===== config.mk =====
export PLATFORM = sky130hd
export DESIGN_NAME = synth_top
export DESIGN_NICKNAME = d
export VERILOG_FILES = /design/src/synth_pkg.sv /design/src/synth_top.sv /design/src/stereo_dac.sv /design/src/pulse_gen.sv /design/src/midi_decoder.sv /design/src/uart_rx.sv
export SDC_FILE = /design/constraint.sdc
export NUM_CORES = 1
export LEC_CHECK = 0
export ABC_AREA = 1
export BUFFER_PORTS_ARGS = -buffer_cell sky130_fd_sc_hd__buf_4
export CAP_MARGIN = 40
export CELL_PAD_IN_SITES_DETAIL_PLACEMENT = 1
export CELL_PAD_IN_SITES_GLOBAL_PLACEMENT = 2
export CORE_UTILIZATION = 34
export DETAILED_ROUTE_END_ITERATION = 8
export GPL_TIMING_DRIVEN = 0
export PLACE_DENSITY_LB_ADDON = 0.1
export SYNTH_ARGS = -nofsm -noshare
export SYNTH_HDL_FRONTEND = slang
export SYNTH_HIERARCHICAL = 1
export SYNTH_SLANG_ARGS = --single-unit

===== constraint.sdc =====
create_clock -name clk -period 5 [get_ports clk]
set_input_delay 1.5 -clock clk [delete_from_list [all_inputs] [get_ports clk]]
set_output_delay 1.5 -clock clk [all_outputs]
set_load 0.05 [all_outputs]

===== src/synth_pkg.sv =====
// synth_pkg
// shared widths, MIDI command codes and pitch table for the pulse synth
// pitch is a per-sample phase increment, octave zero, one entry per semitone

`default_nettype none

package synth_pkg;

    // sample words are signed two's complement
    localparam int smpl_w  = 18;
    localparam int phase_w = 24;

    // decoded MIDI command
    typedef enum logic [1:0] {
        cmd_note_off = 2'd0,
        cmd_note_on  = 2'd1,
        cmd_ctrl     = 2'd2,
        cmd_other    = 2'd3
    } midi_cmd_e;

    // octave zero increments, C to B
    // higher octaves shift left by note / 12
    localparam logic [phase_w-1:0] note_inc [12] = '{
        24'd5715, 24'd6055, 24'd6415, 24'd6796,
        24'd7200, 24'd7629, 24'd8082, 24'd8563,
        24'd9072, 24'd9611, 24'd10183, 24'd10788
    };

    // velocity to amplitude, peak 127 * 1024 = 130048
    localparam int amp_shift = 10;

    // pan controller
    localparam logic [6:0] cc_pan      = 7'd10;
    localparam logic [6:0] pan_default = 7'd64;

endpackage

`default_nettype wire

===== src/synth_top.sv =====
// synth_top
// MIDI pulse synth slice: UART rx, MIDI decode, pulse voice, stereo DAC
// sample pair and strobe also leave as a monitor tap

`timescale 1ns/1ps
`default_nettype none

module synth_top
    import synth_pkg::*;
#(
    parameter int         clk_freq  = 100_000_000,
    parameter int         baud_rate = 38400,
    parameter int         smpl_rate = 48000,
    parameter logic [3:0] midi_ch   = 4'd0
) (
    input  wire logic                     clk,
    input  wire logic                     rst,
    input  wire logic                     rx,
    output logic                          dac_out_l,
    output logic                          dac_out_r,
    output logic                          smpl_rdy,
    output logic signed [smpl_w-1:0]      smpl_l,
    output logic signed [smpl_w-1:0]      smpl_r
);

    // receiver to decoder
    logic       byte_strb;
    logic [7:0] byte_data;

    // decoder to voice
    logic       midi_rdy;
    midi_cmd_e  midi_cmd;
    logic [6:0] midi_data0;
    logic [6:0] midi_data1;

    uart_rx #(.clk_freq(clk_freq), .baud_rate(baud_rate)) uart_rx_inst (
        .clk       (clk       ),
        .rst       (rst       ),
        .rx        (rx        ),
        .byte_strb (byte_strb ),
        .byte_data (byte_data )
    );

    midi_decoder #(.midi_ch(midi_ch)) midi_decoder_inst (
        .clk        (clk        ),
        .rst        (rst        ),
        .byte_strb  (byte_strb  ),
        .byte_data  (byte_data  ),
        .midi_rdy   (midi_rdy   ),
        .midi_cmd   (midi_cmd   ),
        .midi_data0 (midi_data0 ),
        .midi_data1 (midi_data1 )
    );

    pulse_gen #(.clk_freq(clk_freq), .smpl_rate(smpl_rate)) pulse_gen_inst (
        .clk        (clk        ),
        .rst        (rst        ),
        .midi_rdy   (midi_rdy   ),
        .midi_cmd   (midi_cmd   ),
        .midi_data0 (midi_data0 ),
        .midi_data1 (midi_data1 ),
        .smpl_rdy   (smpl_rdy   ),
        .smpl_l     (smpl_l     ),
        .smpl_r     (smpl_r     )
    );

    // sample tap above feeds the DAC as well
    stereo_dac stereo_dac_inst (
        .clk       (clk       ),
        .rst       (rst       ),
        .smpl_rdy  (smpl_rdy  ),
        .smpl_l    (smpl_l    ),
        .smpl_r    (smpl_r    ),
        .dac_out_l (dac_out_l ),
        .dac_out_r (dac_out_r )
    );

endmodule

`default_nettype wire


===== src/stereo_dac.sv =====
// stereo_dac
// two first-order sigma-delta modulators, the result stage
// each channel latches its sample on smpl_rdy and emits a 1-bit stream
// ones density tracks (s + 2^17) / 2^18

`timescale 1ns/1ps
`default_nettype none

module stereo_dac
    import synth_pkg::*;
(
    input  wire logic                     clk,
    input  wire logic                     rst,
    input  wire logic                     smpl_rdy,
    input  wire logic signed [smpl_w-1:0] smpl_l,
    input  wire logic signed [smpl_w-1:0] smpl_r,
    output logic                          dac_out_l,
    output logic                          dac_out_r
);

    // signed mid-scale offset, 2^17
    localparam logic [smpl_w-1:0] mid_scale = smpl_w'(1) << (smpl_w - 1);

    logic signed [smpl_w-1:0] smpl_in [2];
    logic [1:0]               dac_q;

    // channel 0 left, channel 1 right
    assign smpl_in[0] = smpl_l;
    assign smpl_in[1] = smpl_r;

    // ------------------------------------------------------------------
    // per channel modulator
    // ------------------------------------------------------------------
    for (genvar ch = 0; ch < 2; ch++) begin : g_mod
        logic signed [smpl_w-1:0] lat;
        logic [smpl_w-1:0]        off;
        // top bit holds the carry, which is the output bit
        logic [smpl_w:0]          acc;

        // offset binary
        assign off = $unsigned(lat) + mid_scale;

        always_ff @(posedge clk) begin
            if (rst) begin
                lat <= '0;
                acc <= '0;
            end else begin
                if (smpl_rdy) lat <= smpl_in[ch];
                acc <= {1'b0, acc[smpl_w-1:0]} + {1'b0, off};
            end
        end

        assign dac_q[ch] = acc[smpl_w];
    end

    assign dac_out_l = dac_q[0];
    assign dac_out_r = dac_q[1];

endmodule

`default_nettype wire


===== src/pulse_gen.sv =====
// pulse_gen
// monophonic square wave voice, the execute stage of the synth
// holds note, velocity, gate and pan; steps the phase once per sample tick
// square amplitude follows velocity, split left and right by pan

`timescale 1ns/1ps
`default_nettype none

module pulse_gen
    import synth_pkg::*;
#(
    parameter int clk_freq  = 100_000_000,
    parameter int smpl_rate = 48000
) (
    input  wire logic                     clk,
    input  wire logic                     rst,
    input  wire logic                     midi_rdy,
    input  wire midi_cmd_e                midi_cmd,
    input  wire logic [6:0]               midi_data0,
    input  wire logic [6:0]               midi_data1,
    output logic                          smpl_rdy,
    output logic signed [smpl_w-1:0]      smpl_l,
    output logic signed [smpl_w-1:0]      smpl_r
);

    localparam int tick_div = clk_freq / smpl_rate;
    localparam int tick_w   = $clog2(tick_div);
    localparam logic [tick_w-1:0] tick_last = tick_w'(tick_div - 1);

    logic [tick_w-1:0]         tick_cnt;
    logic                      tick;

    // voice state
    logic [6:0]                note;
    logic [6:0]                vel;
    logic [6:0]                pan;
    logic                      gate;
    logic [phase_w-1:0]        phase;

    logic [3:0]                semi;
    logic [3:0]                oct;
    logic [phase_w-1:0]        eff_inc;
    logic [smpl_w-1:0]         amp;
    logic signed [smpl_w-1:0]  raw_wave;
    logic [7:0]                gain_l;
    logic [7:0]                gain_r;
    logic signed [smpl_w+7:0]  prod_l;
    logic signed [smpl_w+7:0]  prod_r;
    logic signed [smpl_w+7:0]  shr_l;
    logic signed [smpl_w+7:0]  shr_r;

    // sample rate tick, counted from reset release
    assign tick = (tick_cnt == tick_last);

    always_ff @(posedge clk) begin
        if (rst || tick) tick_cnt <= '0;
        else             tick_cnt <= tick_cnt + 1'b1;
    end

    // ------------------------------------------------------------------
    // pitch and gain
    // ------------------------------------------------------------------
    // semitone entry, shifted up by octave
    assign semi    = 4'(note % 7'd12);
    assign oct     = 4'(note / 7'd12);
    assign eff_inc = note_inc[semi] << oct;

    assign amp      = smpl_w'(vel) << amp_shift;
    assign raw_wave = !gate     ? '0 :
                      phase[phase_w-1] ? -$signed(amp) : $signed(amp);

    // pan 0 is hard left
    assign gain_l = 8'd127 - {1'b0, pan};
    assign gain_r = {1'b0, pan};
    assign prod_l = raw_wave * $signed(gain_l);
    assign prod_r = raw_wave * $signed(gain_r);
    assign shr_l  = prod_l >>> 7;
    assign shr_r  = prod_r >>> 7;

    // ------------------------------------------------------------------
    // voice state and sample output
    // ------------------------------------------------------------------
    always_ff @(posedge clk) begin
        smpl_rdy <= tick;
        if (rst) begin
            gate   <= 1'b0;
            note   <= 7'd0;
            vel    <= 7'd0;
            pan    <= pan_default;
            phase  <= '0;
            smpl_l <= '0;
            smpl_r <= '0;
        end else begin
            if (tick) begin
                smpl_l <= shr_l[smpl_w-1:0];
                smpl_r <= shr_r[smpl_w-1:0];
                if (gate) phase <= phase + eff_inc;
            end
            // a message wins over the tick in the same cycle
            if (midi_rdy) begin
                case (midi_cmd)
                    cmd_note_on: begin
                        note  <= midi_data0;
                        vel   <= midi_data1;
                        gate  <= 1'b1;
                        phase <= '0;
                    end
                    // release only the held note
                    cmd_note_off: if (midi_data0 == note) gate <= 1'b0;
                    cmd_ctrl:     if (midi_data0 == cc_pan) pan <= midi_data1;
                    default: ;
                endcase
            end
        end
    end

endmodule

`default_nettype wire


===== src/midi_decoder.sv =====
// midi_decoder
// parses the MIDI byte stream into command strobes for one channel
// keeps running status; realtime bytes pass through without effect
// note-on with velocity 0 comes out as note-off

`timescale 1ns/1ps
`default_nettype none

module midi_decoder
    import synth_pkg::*;
#(
    parameter logic [3:0] midi_ch = 4'd0
) (
    input  wire logic       clk,
    input  wire logic       rst,
    input  wire logic       byte_strb,
    input  wire logic [7:0] byte_data,
    output logic            midi_rdy,
    output midi_cmd_e       midi_cmd,
    output logic [6:0]      midi_data0,
    output logic [6:0]      midi_data1
);

    // running status, zero when none is held
    logic [7:0] run_status;
    logic       have_d0;
    logic [6:0] data0_q;

    logic       one_byte;
    logic       msg_done;
    midi_cmd_e  cmd_next;
    logic [6:0] d0_next;
    logic [6:0] d1_next;

    // Cn and Dn carry one data byte, the rest two
    assign one_byte = (run_status[7:4] == 4'hc) || (run_status[7:4] == 4'hd);

    // data byte that closes a message
    assign msg_done = byte_strb && !byte_data[7] && run_status[7] && (one_byte || have_d0);

    // ------------------------------------------------------------------
    // command decode of the completing byte
    // ------------------------------------------------------------------
    always_comb begin
        d0_next = one_byte ? byte_data[6:0] : data0_q;
        d1_next = one_byte ? 7'd0 : byte_data[6:0];
        case (run_status[7:4])
            4'h8:    cmd_next = cmd_note_off;
            // zero velocity is a release
            4'h9:    cmd_next = (d1_next == 7'd0) ? cmd_note_off : cmd_note_on;
            4'hb:    cmd_next = cmd_ctrl;
            default: cmd_next = cmd_other;
        endcase
    end

    // ------------------------------------------------------------------
    // parse state
    // ------------------------------------------------------------------
    always_ff @(posedge clk) begin
        midi_rdy <= 1'b0;
        if (rst) begin
            run_status <= 8'h00;
            have_d0    <= 1'b0;
        end else if (byte_strb && byte_data < 8'hf8) begin
            if (byte_data[7]) begin
                // system common cancels running status
                run_status <= (byte_data < 8'hf0) ? byte_data : 8'h00;
                have_d0    <= 1'b0;
            end else if (msg_done) begin
                have_d0 <= 1'b0;
                // other channels still parse, just stay silent
                if (run_status[3:0] == midi_ch) begin
                    midi_rdy <= 1'b1;
                end
            end else if (run_status[7]) begin
                data0_q <= byte_data[6:0];
                have_d0 <= 1'b1;
            end
        end
    end

    // message payload, valid with midi_rdy
    always_ff @(posedge clk) begin
        if (msg_done) begin
            midi_cmd   <= cmd_next;
            midi_data0 <= d0_next;
            midi_data1 <= d1_next;
        end
    end

endmodule

`default_nettype wire


===== src/uart_rx.sv =====
// uart_rx
// 8N1 serial receiver for the MIDI input
// start edge confirmed at half a bit, data sampled at bit centres, LSB first
// byte_strb pulses one cycle at the middle of a good stop bit

`timescale 1ns/1ps
`default_nettype none

module uart_rx #(
    parameter int clk_freq  = 100_000_000,
    parameter int baud_rate = 38400
) (
    input  wire logic       clk,
    input  wire logic       rst,
    input  wire logic       rx,
    output logic            byte_strb,
    output logic [7:0]      byte_data
);

    // clocks per bit and divider width
    localparam int bit_div = clk_freq / baud_rate;
    localparam int div_w   = $clog2(bit_div);
    localparam logic [div_w-1:0] div_last = div_w'(bit_div - 1);
    localparam logic [div_w-1:0] div_half = div_w'(bit_div / 2 - 1);

    typedef enum logic [1:0] {st_idle, st_start, st_data, st_stop} state_e;

    state_e           state;
    logic [div_w-1:0] div_cnt;
    logic [2:0]       bit_cnt;
    logic [7:0]       shift_reg;
    logic             rx_meta;
    logic             rx_sync;

    // two-flop synchroniser, line idles high
    always_ff @(posedge clk) begin
        if (rst) begin
            rx_meta <= 1'b1;
            rx_sync <= 1'b1;
        end else begin
            rx_meta <= rx;
            rx_sync <= rx_meta;
        end
    end

    // ------------------------------------------------------------------
    // frame FSM
    // ------------------------------------------------------------------
    always_ff @(posedge clk) begin
        byte_strb <= 1'b0;
        if (rst) begin
            state   <= st_idle;
            div_cnt <= '0;
            bit_cnt <= '0;
        end else begin
            div_cnt <= div_cnt + 1'b1;
            case (state)
                st_idle: begin
                    div_cnt <= '0;
                    if (!rx_sync) state <= st_start;
                end
                // glitch check at the middle of the start bit
                st_start: if (div_cnt == div_half) begin
                    div_cnt <= '0;
                    bit_cnt <= '0;
                    state   <= rx_sync ? st_idle : st_data;
                end
                st_data: if (div_cnt == div_last) begin
                    div_cnt   <= '0;
                    shift_reg <= {rx_sync, shift_reg[7:1]};
                    bit_cnt   <= bit_cnt + 1'b1;
                    if (bit_cnt == 3'd7) state <= st_stop;
                end
                // low stop bit means framing error, frame dropped
                st_stop: if (div_cnt == div_last) begin
                    state <= st_idle;
                    if (rx_sync) begin
                        byte_strb <= 1'b1;
                        byte_data <= shift_reg;
                    end
                end
                default: state <= st_idle;
            endcase
        end
    end

endmodule

`default_nettype wire


[Word level (Yosys, flattened, before mapping)]
Memory sizes are Yosys's and may differ from the RTL's.
Cells that the tools add are included.
Operators by class
  add/subtract/negate cells: 10
  multipliers: 2
  divide/modulo/power cells: 2
  magnitude comparators: 3
  eq/ne operators: 22
  shifts and indexed selects: 1
  multiplexer cells: 33
  bitwise logic cells: 7
  reductions and logical operators: 27
Operators with widths (number)
  $mux 24: 6
  $mul 18x8->25: 2
  $add 18x18->19: 2
  $add 18x18->18 const B: 2
  $mux 18: 2
  $pmux 12 s3: 1
  $add 12x1->12 const B: 2
  $add 24x24->24: 1
  $eq 12x12->1 const B: 2
  $mux 12: 2
  $shl 24x4->24: 1
  $eq 4x4->1 const B: 5
  $neg 17->18: 1
  $lt 8x8->1 const B: 2
  $mux 7: 2
  $eq 12x11->1 const B: 1
  $mux 2: 6
  $reduce_and 3->1: 4
  $ne 2x1->1 const B: 5
  $reduce_and 5->1: 2
  $mux 8: 1
  $pmux 2 s4: 1
  $sub 7x7->8 const A: 1
  $div 7x4->7 const B: 1
  other kinds (28): 52
Storage, ports and cells
  flip-flop bits (word level): 238
  bits in latches: 0
  RAM bits: 0
  ROM bits: 384
  bits of input ports: 3
  output and inout port bits: 39
  word-level logic and storage cells: 136
  memories: 1
Memory list
  (name not given): depth 16, bits a word 24, rd ports 1, clocked after memory_dff 0, write ports 0, line pulse_gen.sv:66  | assign eff_inc = note_inc[semi] << oct;

[Logic depth before layout (Yosys ltp)]
Gate-level depths: netlist of the first run.
  depth after elaboration: 11
  mapped depth: 35
  depth with buffers taken out: 35

[Modules after synthesis]
The synthesis of the first run kept the hierarchy.
Modules (own cells, without submodules)
  pulse_gen: instances 1, cells each 1378, area an instance 9801.9 µm², sequential area each 1781.7 µm²
  stereo_dac: instances 1, cells each 628, area an instance 4195.3 µm², sequential area each 1481.4 µm²
  uart_rx: instances 1, cells each 152, area an instance 1477.7 µm², sequential area each 880.8 µm²
  midi_decoder: instances 1, cells each 139, area an instance 1406.3 µm², sequential area each 890.9 µm²

[Worst setup path after synthesis of the first run]
OpenSTA, ideal clock, no wires.
  path kind: reg2reg
  start point: register pulse_gen_inst.vel[0]
  end point: register pulse_gen_inst.smpl_l[16]
  library setup time: 0.115 ns
  arrival: 5.127 ns
  required time: 4.885 ns
  path slack: -0.242 ns
  cell stages (with the launch flop): 26
  path buffers: 1
  clock period less this slack: 5.242 ns
  cell sequence: dfxtp_1 -> inv_1 -> ha_1 -> o21ai_0 -> clkbuf_1 -> nor2_1 -> fa_1 -> fa_1 -> inv_1 -> fa_1 -> fa_1 -> inv_1 -> ha_1 -> inv_1 -> o21ai_0 -> a31oi_1 -> nor2_1 -> nor2_1 -> o21ai_0 -> a21boi_0 -> nor2_1 -> o21ai_0 -> nand2_1 -> xor2_1 -> o21ai_0 -> inv_1
Between the ends
  cells in the longest elaborated chain, start to end: 4
RTL lines
  start, declared: line pulse_gen.sv:35  | logic [6:0] vel;
  start signal, assigned: line pulse_gen.sv:104  | vel <= midi_data1;
  $neg 17->18: line pulse_gen.sv:70  | phase[phase_w-1] ? -$signed(amp) : $signed(amp);
  $mux 18 *: line pulse_gen.sv:70
  $mux 18 *: line pulse_gen.sv:69  | assign raw_wave = !gate ? '0 :
  $mul 18x8->25 *: line pulse_gen.sv:75  | assign prod_l = raw_wave * $signed(gain_l);
  end signal, assigned: line pulse_gen.sv:95  | smpl_l <= shr_l[smpl_w-1:0];
  end, declared: line pulse_gen.sv:22  | output logic signed [smpl_w-1:0] smpl_l,
Mark *: on every way between the ends. The rest lies on a longest branch, timed or not.
A chain may end at the register's enable or synchronous reset.

[Worst setup path after layout of the first run]
  start point: register pulse_gen_inst.vel[0]
  end point: register pulse_gen_inst.smpl_l[13]
Same word-level chain as after synthesis.

==> results of run 1 <==
==> how the worst min path moves through the flow <==
stage / startpoint / end / slack [ps] / depth (start not counted)
floorplan: uart_rx_inst/rx_meta / uart_rx_inst/rx_sync / 390 / 1
global placement: uart_rx_inst/rx_meta / uart_rx_inst/rx_sync / 400 / 1
detailed placement: uart_rx_inst/rx_meta / uart_rx_inst/rx_sync / 400 / 1
CTS: uart_rx_inst/shift_reg[0] / uart_rx_inst/byte_data[0] / 420 / 0
global route: uart_rx_inst/shift_reg[0] / uart_rx_inst/byte_data[0] / 440 / 0
finish: uart_rx_inst/shift_reg[0] / uart_rx_inst/byte_data[0] / 420 / 0
==> layout make-up <==
cell class | count | area (um2) | area share [%]
multi-input cells | 1624 | 10600 | 52.4
flip-flops and latches | 232 | 5050 | 24.9
inverters | 381 | 1450 | 7.14
repair buffers | 110 | 866 | 4.26
clock buffers | 38 | 832 | 4.10
well taps | 664 | 831 | 4.09
plain buffers | 60 | 338 | 1.66
clock inverters | 19 | 313 | 1.54
==> cell usage after synthesis (7+ instances only) <==
library cell	instances	area [um2]
o21bai_1	7	52.6
xor2_1	25	219
a21oi_1	147	736
xnor2_1	18	158
clkbuf_1	40	150
o21ai_1	24	120
nor3_1	27	135
clkinv_1	7	26.3
nand2_2	20	125
buf_4	7	52.6
ha_1	133	1660
nor4_1	7	43.8
inv_1	365	1370
fa_1	91	1820
edfxtp_1	39	1170
o21ai_0	159	796
nand4_1	28	175
nor2_1	348	1310
nand3_1	102	510
dfxtp_1	193	3860
o211ai_1	8	60.1
nand3_2	7	70.1
inv_2	9	33.8
nand2_1	389	1460
buf_2	8	40.0
a22o_1	9	78.8
==> metrics by stage <==
stage          total power, W  setup TNS (ps)  hold slack (ps)
5_1_grt               0.00467           -2640              442
3_5_place_dp          0.00205           -5340              404
3_3_place_gp          0.00205           -4950              399
2_1_floorplan         0.00201               0              389
6_report              0.00451            -658              420
4_1_cts               0.00459            -947              422
==> routing by layer <==
| layer | global-route usage (%) | vias up | wire length (um) |
|---|---|---|---|
| met5 | 0 | - | 0 |
| met4 | 4.10 | 0 | 739 |
| met3 | 2.34 | 49 | 1260 |
| met2 | 34.5 | 113 | 23600 |
| met1 | 26.5 | 7341 | 24000 |
| li1 | - | 7645 | - |
==> power by group through the flow <==
stage	Combinational (W)	Sequential, W	Clock (W)
finish	0.000103	0.00190	0.00250
global route	0.000114	0.00190	0.00265
CTS	0.000104	0.00190	0.00258
detailed placement	0.000104	0.00195	0
global placement	0.000102	0.00195	0
floorplan	0.0000668	0.00195	0
==> critical path: cells and delay by family, from the launching register on <==
| family | cells | cell delay, ps |
|---|---|---|
| buffers and inverters | 13 | 1340 |
| AND/OR/NAND/NOR | 8 | 800 |
| AO/OA/AOI/OAI | 2 | 200 |
| adder cells (fa/ha/maj) | 6 | 2410 |
| flip-flops | 1 | 360 |
==> cells by family (layout without fill, tap and decap cells) <==
| family | count (synthesis) | in the layout | synth area share [%] |
|---|---|---|---|
| buffers and inverters | 446 | 608 | 10.3 |
| and+or+nand+nor | 958 | 958 | 24.1 |
| other | 1 | 6 | 0.0222 |
| muxes | 2 | 2 | 0.119 |
| AOI/OAI and AO/OA | 391 | 391 | 12.7 |
| DFF | 232 | 232 | 29.8 |
| xor gates and xnor gates | 43 | 43 | 2.23 |
| adders and majority gates | 224 | 224 | 20.6 |
==> repair_timing <==
item,in CTS,in global routing
gates resized for setup,95,79
setup buffers,59,16
gates cloned,0,0
pin swaps,64,76
setup endpoints to repair,13,13
==> impl_metrics.tcl, run 1 <==
set metrics [dict create \
    area_growth_pct 20.4 \
    cts_buffers 31 \
    gp_congestion 0.814 \
    n_antenna_cell 0 \
    ys.flop_type "dfxtp_1" \
    vias 15148 \
    max-slew-margin-rel_pct 48.9 \
    status "complete, but fails checks" \
    ctsHoldBuffers 0 \
    critPathMaxStageDelay_ps 530 \
    p_leak_nw 9.64 \
    cts_root_buf "clkbuf_16" \
    crit_path_max_fanout 6 \
    wirelength_um 49600 \
    fin_area_um2 20300 \
    finalSetupViolCount 7 \
    clock_sinks 232 \
    grt_usage_pct 19.9 \
    avgRoutedWirePerCell_um 15.9 \
    r2r-start "pulse_gen_inst/vel[0]" \
    hp-class "reg2reg" \
    ys_async_sr_fraction_pct 0 \
    overflow 0 \
    intPower_w 0.00352 \
    cp-start-kind "register" \
    yosys_warnings 6 \
    violations "setup timing" \
    fp.dieH_um 225 \
    drt_pass1_iterations 5 \
    htreeDepth 1 \
    p_sw_share_pct 21.9 \
    fillers 6057 \
    place_inst 3002 \
    grt_setup_unrepaired "yes" \
    layout_common_cells "nand2_1 (381), inv_1 (340), nor2_1 (329)" \
    cts_tree "done" \
    layout_commonest_cell "nand2_1" \
    peakVddDrop_uv 257 \
    die_area_um2 50500 \
    power.density_nw_per_um2 222 \
    setup_ws_ps -175 \
    dpl.hpwl_um 38300 \
    critPathRequiredTime_ps 5510 \
    regToRegEndpoint "pulse_gen_inst/smpl_l[13]" \
    fin_nets 2667 \
    postSynthAreaPerCell_um2 7.35 \
    regMostFlops "stereo_dac_inst/g_mod.acc" \
    largest_reg_flops 38 \
    ys_ff_latch 232 \
    startpoint "pulse_gen_inst/vel[0]" \
    grt_pass1_vias 15885 \
    drc 0 \
    critPathSlowestCell "fa_1" \
    drt_iter0_drc 485 \
    maxSlewViolCount 0 \
    crit_path_frequent_cell "buf_4" \
    path_clk_slew_ps 60 \
    coreArea_um2 49000 \
    syn-cell-area_um2 16900 \
    cap_violations 0 \
    tightestPinTransition_ps 766 \
    post_dp_cell_area_um2 18000 \
    synth_edf_count 39 \
    hold_viol_final 0 \
    rows 81 \
    final-instance-count-excl-fill 3128 \
    top_regs "stereo_dac_inst/g_mod.acc: 38 flops, stereo_dac_inst/g_mod.lat: 36 flops, pulse_gen_inst/phase: 24 flops" \
    yosysSeqAreaShare_pct 29.8 \
    final_core_util_pct 41.5 \
    worstSetupEndpoint "pulse_gen_inst/smpl_l[13]" \
    drive_gt1_share_pct 14.3 \
    insertion_delay_ps 570 \
    p_clk_share_pct 55.5 \
    power_frac_seq_pct 42.2 \
    grt_max_degree 18 \
    critPathKind "reg2reg" \
    worstPathArrival_ps 5690 \
    reg2reg_depth 29 \
    postRouteAntennaNets 0 \
    r2r_slack_ps -170 \
    clk_path_buf_depth 3 \
    endpoint_kind "register" \
    max_freq_ghz 0.193 \
    antenna_found_initial 1 \
    port_buffers 35 \
    clock_skew_ps 13.4 \
    dp_slack_ps -868 \
    ys_types 60 \
    grt_pass1_wl_um 81600 \
    die_x_um 225 \
    via_per_inst 4.84 \
    initial_core_util_pct 34.5 \
    synthCells 2297 \
    p_switching_w 0.000987 \
    combinationalPowerShare_pct 2.3 \
    fin_crit_ps 5170 \
    period_share_pct 103 \
    ios 42 \
]
Note: power is estimated with default switching activity, not from simulation.
==> inputs of run 2 (changes only) <==
Settings changed: CORE_UTILIZATION 34 to 41.
Clock period 5 ns to 6.18 ns, I/O delays scaled along.
==> impl_metrics.tcl, run 2 (same netlist as run 1, synthesis figures left out) <==
set metrics [dict create \
    status "finished, final reports clean" \
    insertion_delay_ps 580 \
    initial_core_util_pct 42.0 \
    endpoint_kind "register" \
    grt_pass1_vias 15821 \
    cap_violations 0 \
    n_antenna_cell 0 \
    grt_pass1_wl_um 78500 \
    regMostFlops "stereo_dac_inst/g_mod.acc" \
    p_clk_share_pct 54.4 \
    drc 0 \
    crit_path_frequent_cell "inv_1" \
    p_switching_w 0.000790 \
    maxSlewViolCount 0 \
    p_leak_nw 9.15 \
    grt_max_degree 18 \
    hold_slack_ps 421 \
    layout_commonest_cell "nand2_1" \
    fillers 5093 \
    coreArea_um2 40200 \
    cp-start-kind "register" \
    wirelength_um 46800 \
    die_x_um 205 \
    port_buffers 35 \
    drt_pass1_iterations 4 \
    drive_gt1_share_pct 7.32 \
    htreeDepth 1 \
    via_per_inst 5.10 \
    place_inst 2863 \
    critPathSlowestCell "fa_1" \
    max_freq_ghz 0.169 \
    gp_congestion 0.840 \
    finalSetupViolCount 0 \
    post_dp_cell_area_um2 17800 \
    clk_path_buf_depth 3 \
    layout_common_cells "nand2_1 (389), inv_1 (363), nor2_1 (347)" \
    drt_iter0_drc 530 \
    intPower_w 0.00277 \
    crit_path_max_fanout 8 \
    period_share_pct 95.6 \
    ctsHoldBuffers 0 \
    dpl.hpwl_um 37400 \
    fin_nets 2594 \
    power.density_nw_per_um2 188 \
    cts_tree "done" \
    ios 42 \
    combinationalPowerShare_pct 2.3 \
    power_frac_seq_pct 43.3 \
    clock_sinks 232 \
    worstPathArrival_ps 6340 \
    peakVddDrop_uv 196 \
    crit_buf_inv 5 \
    cts_buffers 29 \
    fp.dieH_um 205 \
    p_sw_share_pct 22.2 \
    rows 73 \
    clock_skew_ps 16.5 \
    tightestPinTransition_ps 775 \
    cts_root_buf "clkbuf_16" \
    critPathMaxStageDelay_ps 560 \
    fin_crit_ps 5910 \
    grt_setup_unrepaired "yes" \
    path_clk_slew_ps 60 \
    max-slew-margin-rel_pct 48.4 \
    overflow 0 \
    fin_area_um2 19000 \
    top_regs "stereo_dac_inst/g_mod.acc: 38 flops, stereo_dac_inst/g_mod.lat: 36 flops, pulse_gen_inst/phase: 24 flops" \
    largest_reg_flops 38 \
    power.total_w 0.00356 \
    die_area_um2 42000 \
    dp_slack_ps -54.5 \
    critPathRequiredTime_ps 6620 \
    area_growth_pct 12.4 \
    critPathKind "reg2reg" \
    cpLargestDelayFamily "adder cells" \
    hp-class "reg2reg" \
    vias 14855 \
    postRouteAntennaNets 0 \
    final-instance-count-excl-fill 2915 \
    hold_viol_final 0 \
    avgRoutedWirePerCell_um 16.1 \
    setup_ws_ps 274 \
    grt_usage_pct 23.0 \
    antenna_found_initial 0 \
]
run 2: cell count changes in the layout (fill, tap and decap cells not counted), sizes merged:
cell	previous run	this run
buf	136	60
clkinv	13	16
clkbuf	72	70
clkinvlp	2	4
inv	377	376
run 2: power groups by stage:
stage | clock network (W) | registers, W | logic, W
5_1_grt | 0.00205 | 0.00154 | 0.0000900
3_5_place_dp | 0 | 0.00157 | 0.0000815
2_1_floorplan | 0 | 0.00158 | 0.0000541
6_report | 0.00194 | 0.00154 | 0.0000814
3_3_place_gp | 0 | 0.00157 | 0.0000794
4_1_cts | 0.00200 | 0.00154 | 0.0000819
run 2: final timing paths:
path                              from                        end  slack, ps  cells past startpoint
max              pulse_gen_inst/vel[0]  pulse_gen_inst/smpl_l[17]        270                     26
min          uart_rx_inst/shift_reg[0]  uart_rx_inst/byte_data[0]        420                      0
max reg2reg      pulse_gen_inst/vel[0]  pulse_gen_inst/smpl_l[17]        270                     26
min reg2reg  uart_rx_inst/shift_reg[0]  uart_rx_inst/byte_data[0]        420                      0
run 2: cell type report:
cell class / instances / area, um2 / area share, %
tap: 525 / 657 / 3.46
inverter: 381 / 1430 / 7.56
clock inverter: 23 / 352 / 1.85
timing repair buffer: 36 / 268 / 1.41
sequential: 232 / 5040 / 26.6
clock buffer: 31 / 743 / 3.92
buffer: 63 / 313 / 1.65
multi-input combinational: 1624 / 10200 / 53.6
run 2: through the flow:
| step | util (%) | setup TNS [ps] |
|---|---|---|
| floorplan | - | 0 |
| detailed placement | 44.4 | -54.5 |
| finish | 47.2 | 0 |
| global route | 47.2 | -225 |
| global placement | 44.3 | 0 |
| CTS | 47.1 | 0 |
run 2: what timing repair did:
action | CTS | global route
buffers inserted | 0 | 0
endpoints found under the setup margin | 1 | 6
gates resized for setup | 1 | 22
run 2: per-layer routing:
metal	wire [um]	GRT usage (%)
met1	22700	30.6
met2	21700	39.4
met3	1570	3.20
met4	935	5.21
met5	0	0
==> inputs of run 3 (changes only) <==
Settings changed: REMOVE_ABC_BUFFERS set to 1.
==> impl_metrics.tcl, run 3 (same netlist as run 1, synthesis figures left out) <==
set metrics [dict create \
    max-slew-margin-rel_pct 43.2 \
    dpl.hpwl_um 34900 \
    drive_gt1_share_pct 7.03 \
    gp_congestion 0.833 \
    use_met2_pct 38.3 \
    overflow 0 \
    period_share_pct 93.6 \
    initial_core_util_pct 42.0 \
    critPathSlowestCell "fa_1" \
    cts_buffers 29 \
    fin_area_um2 18700 \
    cp-start-kind "register" \
    clock_skew_ps 18.4 \
    via_per_inst 5.09 \
    cap_violations 0 \
    vias 14537 \
    post_dp_cell_area_um2 17600 \
    p_leak_nw 9.00 \
    fin_crit_ps 5790 \
    p_switching_w 0.000756 \
    layout_commonest_cell "nand2_1" \
    die_x_um 205 \
    cts_tree "done" \
    antenna_found_initial 0 \
    place_inst 2807 \
    postRouteAntennaNets 0 \
    insertion_delay_ps 580 \
    port_buffers 35 \
    coreArea_um2 40200 \
    final_core_util_pct 46.5 \
    layout_common_cells "nand2_1 (389), inv_1 (362), nor2_1 (344)" \
    drt_iter0_drc 465 \
    grt_max_degree 51 \
    power_frac_seq_pct 45.7 \
    path_clk_slew_ps 60 \
    grt_use_met1_pct 29.7 \
    ios 42 \
    max_freq_ghz 0.173 \
    p_clk_share_pct 52.2 \
    power.density_nw_per_um2 181 \
    avgRoutedWirePerCell_um 15.7 \
    die_area_um2 42000 \
    grt_pass1_wl_um 76100 \
    endpoint_kind "register" \
    critPathMaxStageDelay_ps 530 \
    clock_sinks 232 \
    top_regs "stereo_dac_inst/g_mod.acc: 38 flops, stereo_dac_inst/g_mod.lat: 36 flops, pulse_gen_inst/phase: 24 flops" \
    clk_path_buf_depth 3 \
    post_cts_buffers 0 \
    largest_reg_flops 38 \
    grt.busiest_layer "met2" \
    combinationalPowerShare_pct 2.1 \
    intPower_w 0.00262 \
    power.total_w 0.00337 \
    tightestPinTransition_ps 851 \
    grt_pass1_vias 15299 \
    htreeDepth 1 \
    crit_path_max_fanout 8 \
    hp-class "reg2reg" \
    hold_viol_final 0 \
    grt_usage_pct 22.2 \
    n_antenna_cell 0 \
    hold_slack_ps 411 \
    p_sw_share_pct 22.4 \
    cts_root_buf "clkbuf_16" \
    critPathKind "reg2reg" \
    rows 73 \
    critPathRequiredTime_ps 6660 \
    maxSlewViolCount 0 \
    finalSetupViolCount 0 \
    area_growth_pct 10.6 \
    drt_pass1_iterations 5 \
    status "finished, final reports clean" \
    final-instance-count-excl-fill 2857 \
    regMostFlops "stereo_dac_inst/g_mod.acc" \
    wirelength_um 44700 \
    use_met3_pct 2.31 \
    fp.dieH_um 205 \
    crit_path_frequent_cell "inv_1" \
    peakVddDrop_uv 353 \
    fin_nets 2540 \
    worstPathArrival_ps 6260 \
    drc 0 \
]
-- run 3: cell types whose count changed in the layout (fill, tap and decap cells not counted), sizes merged --
| cell | previous run | this run |
|---|---|---|
| clkbuf | 70 | 34 |
| buf | 60 | 45 |
| bufinv | 8 | 4 |
| clkinv | 16 | 14 |
| inv | 376 | 375 |
-- run 3: stage by stage --
stage	setup TNS, ps	setup slack, ps
2_1_floorplan	0	677
3_3_place_gp	-1610	-477
3_5_place_dp	0	27.0
4_1_cts	0	41.3
5_1_grt	-75.9	-72.5
6_report	0	393
-- run 3: cell type report --
type | count | area (um2)
Fill cell | 5065 | 21500
Multi-Input combinational cell | 1624 | 10200
Sequential cell | 232 | 5040
Inverter | 381 | 1430
Clock buffer | 34 | 774
Tap cell | 525 | 657
Timing Repair Buffer | 45 | 378
Clock inverter | 16 | 215
-- run 3: repair_timing --
action | CTS | global route
resized for setup | 1 | 12
cloned | 0 | 0
pin swaps | 0 | 0
endpoints found under the hold margin | 0 | 0
endpoints found under the setup margin | 1 | 4
hold buffers | 0 | 0
-- run 3: power by group through the flow --
stage	clock [W]	combinational, W	sequential, W
floorplan	0	0.0000432	0.00158
global placement	0	0.0000677	0.00157
detailed placement	0	0.0000716	0.00157
CTS	0.00183	0.0000718	0.00154
global route	0.00188	0.0000801	0.00154
finish	0.00176	0.0000706	0.00154
-- run 3: critical path, delay by kind of cell (launching register included) --
kind | cells | cell delay, ps
adder cells (fa/ha/maj) | 5 | 2360
buffers and inverters | 10 | 850
AND/OR/NAND/NOR | 9 | 1130
flip-flops | 1 | 380
AO/OA/AOI/OAI | 6 | 780
XOR/XNOR | 1 | 150
-- run 3: per-layer routing --
metal  routed length, um  part of all wire [%]
met5                   0                     0
met4                 810                   1.8
met3                 943                   2.1
met2               21200                    47
met1               21800                    49
-- run 3: path summary, 6_finish.rpt --
kind	slack [ps]	depth (start not counted)	from	end
max	390	31	pulse_gen_inst/vel[0]	pulse_gen_inst/smpl_r[17]
max reg2reg	390	31	pulse_gen_inst/vel[0]	pulse_gen_inst/smpl_r[17]
min reg2reg	410	1	uart_rx_inst/rx_meta	uart_rx_inst/rx_sync
min	410	1	uart_rx_inst/rx_meta	uart_rx_inst/rx_sync
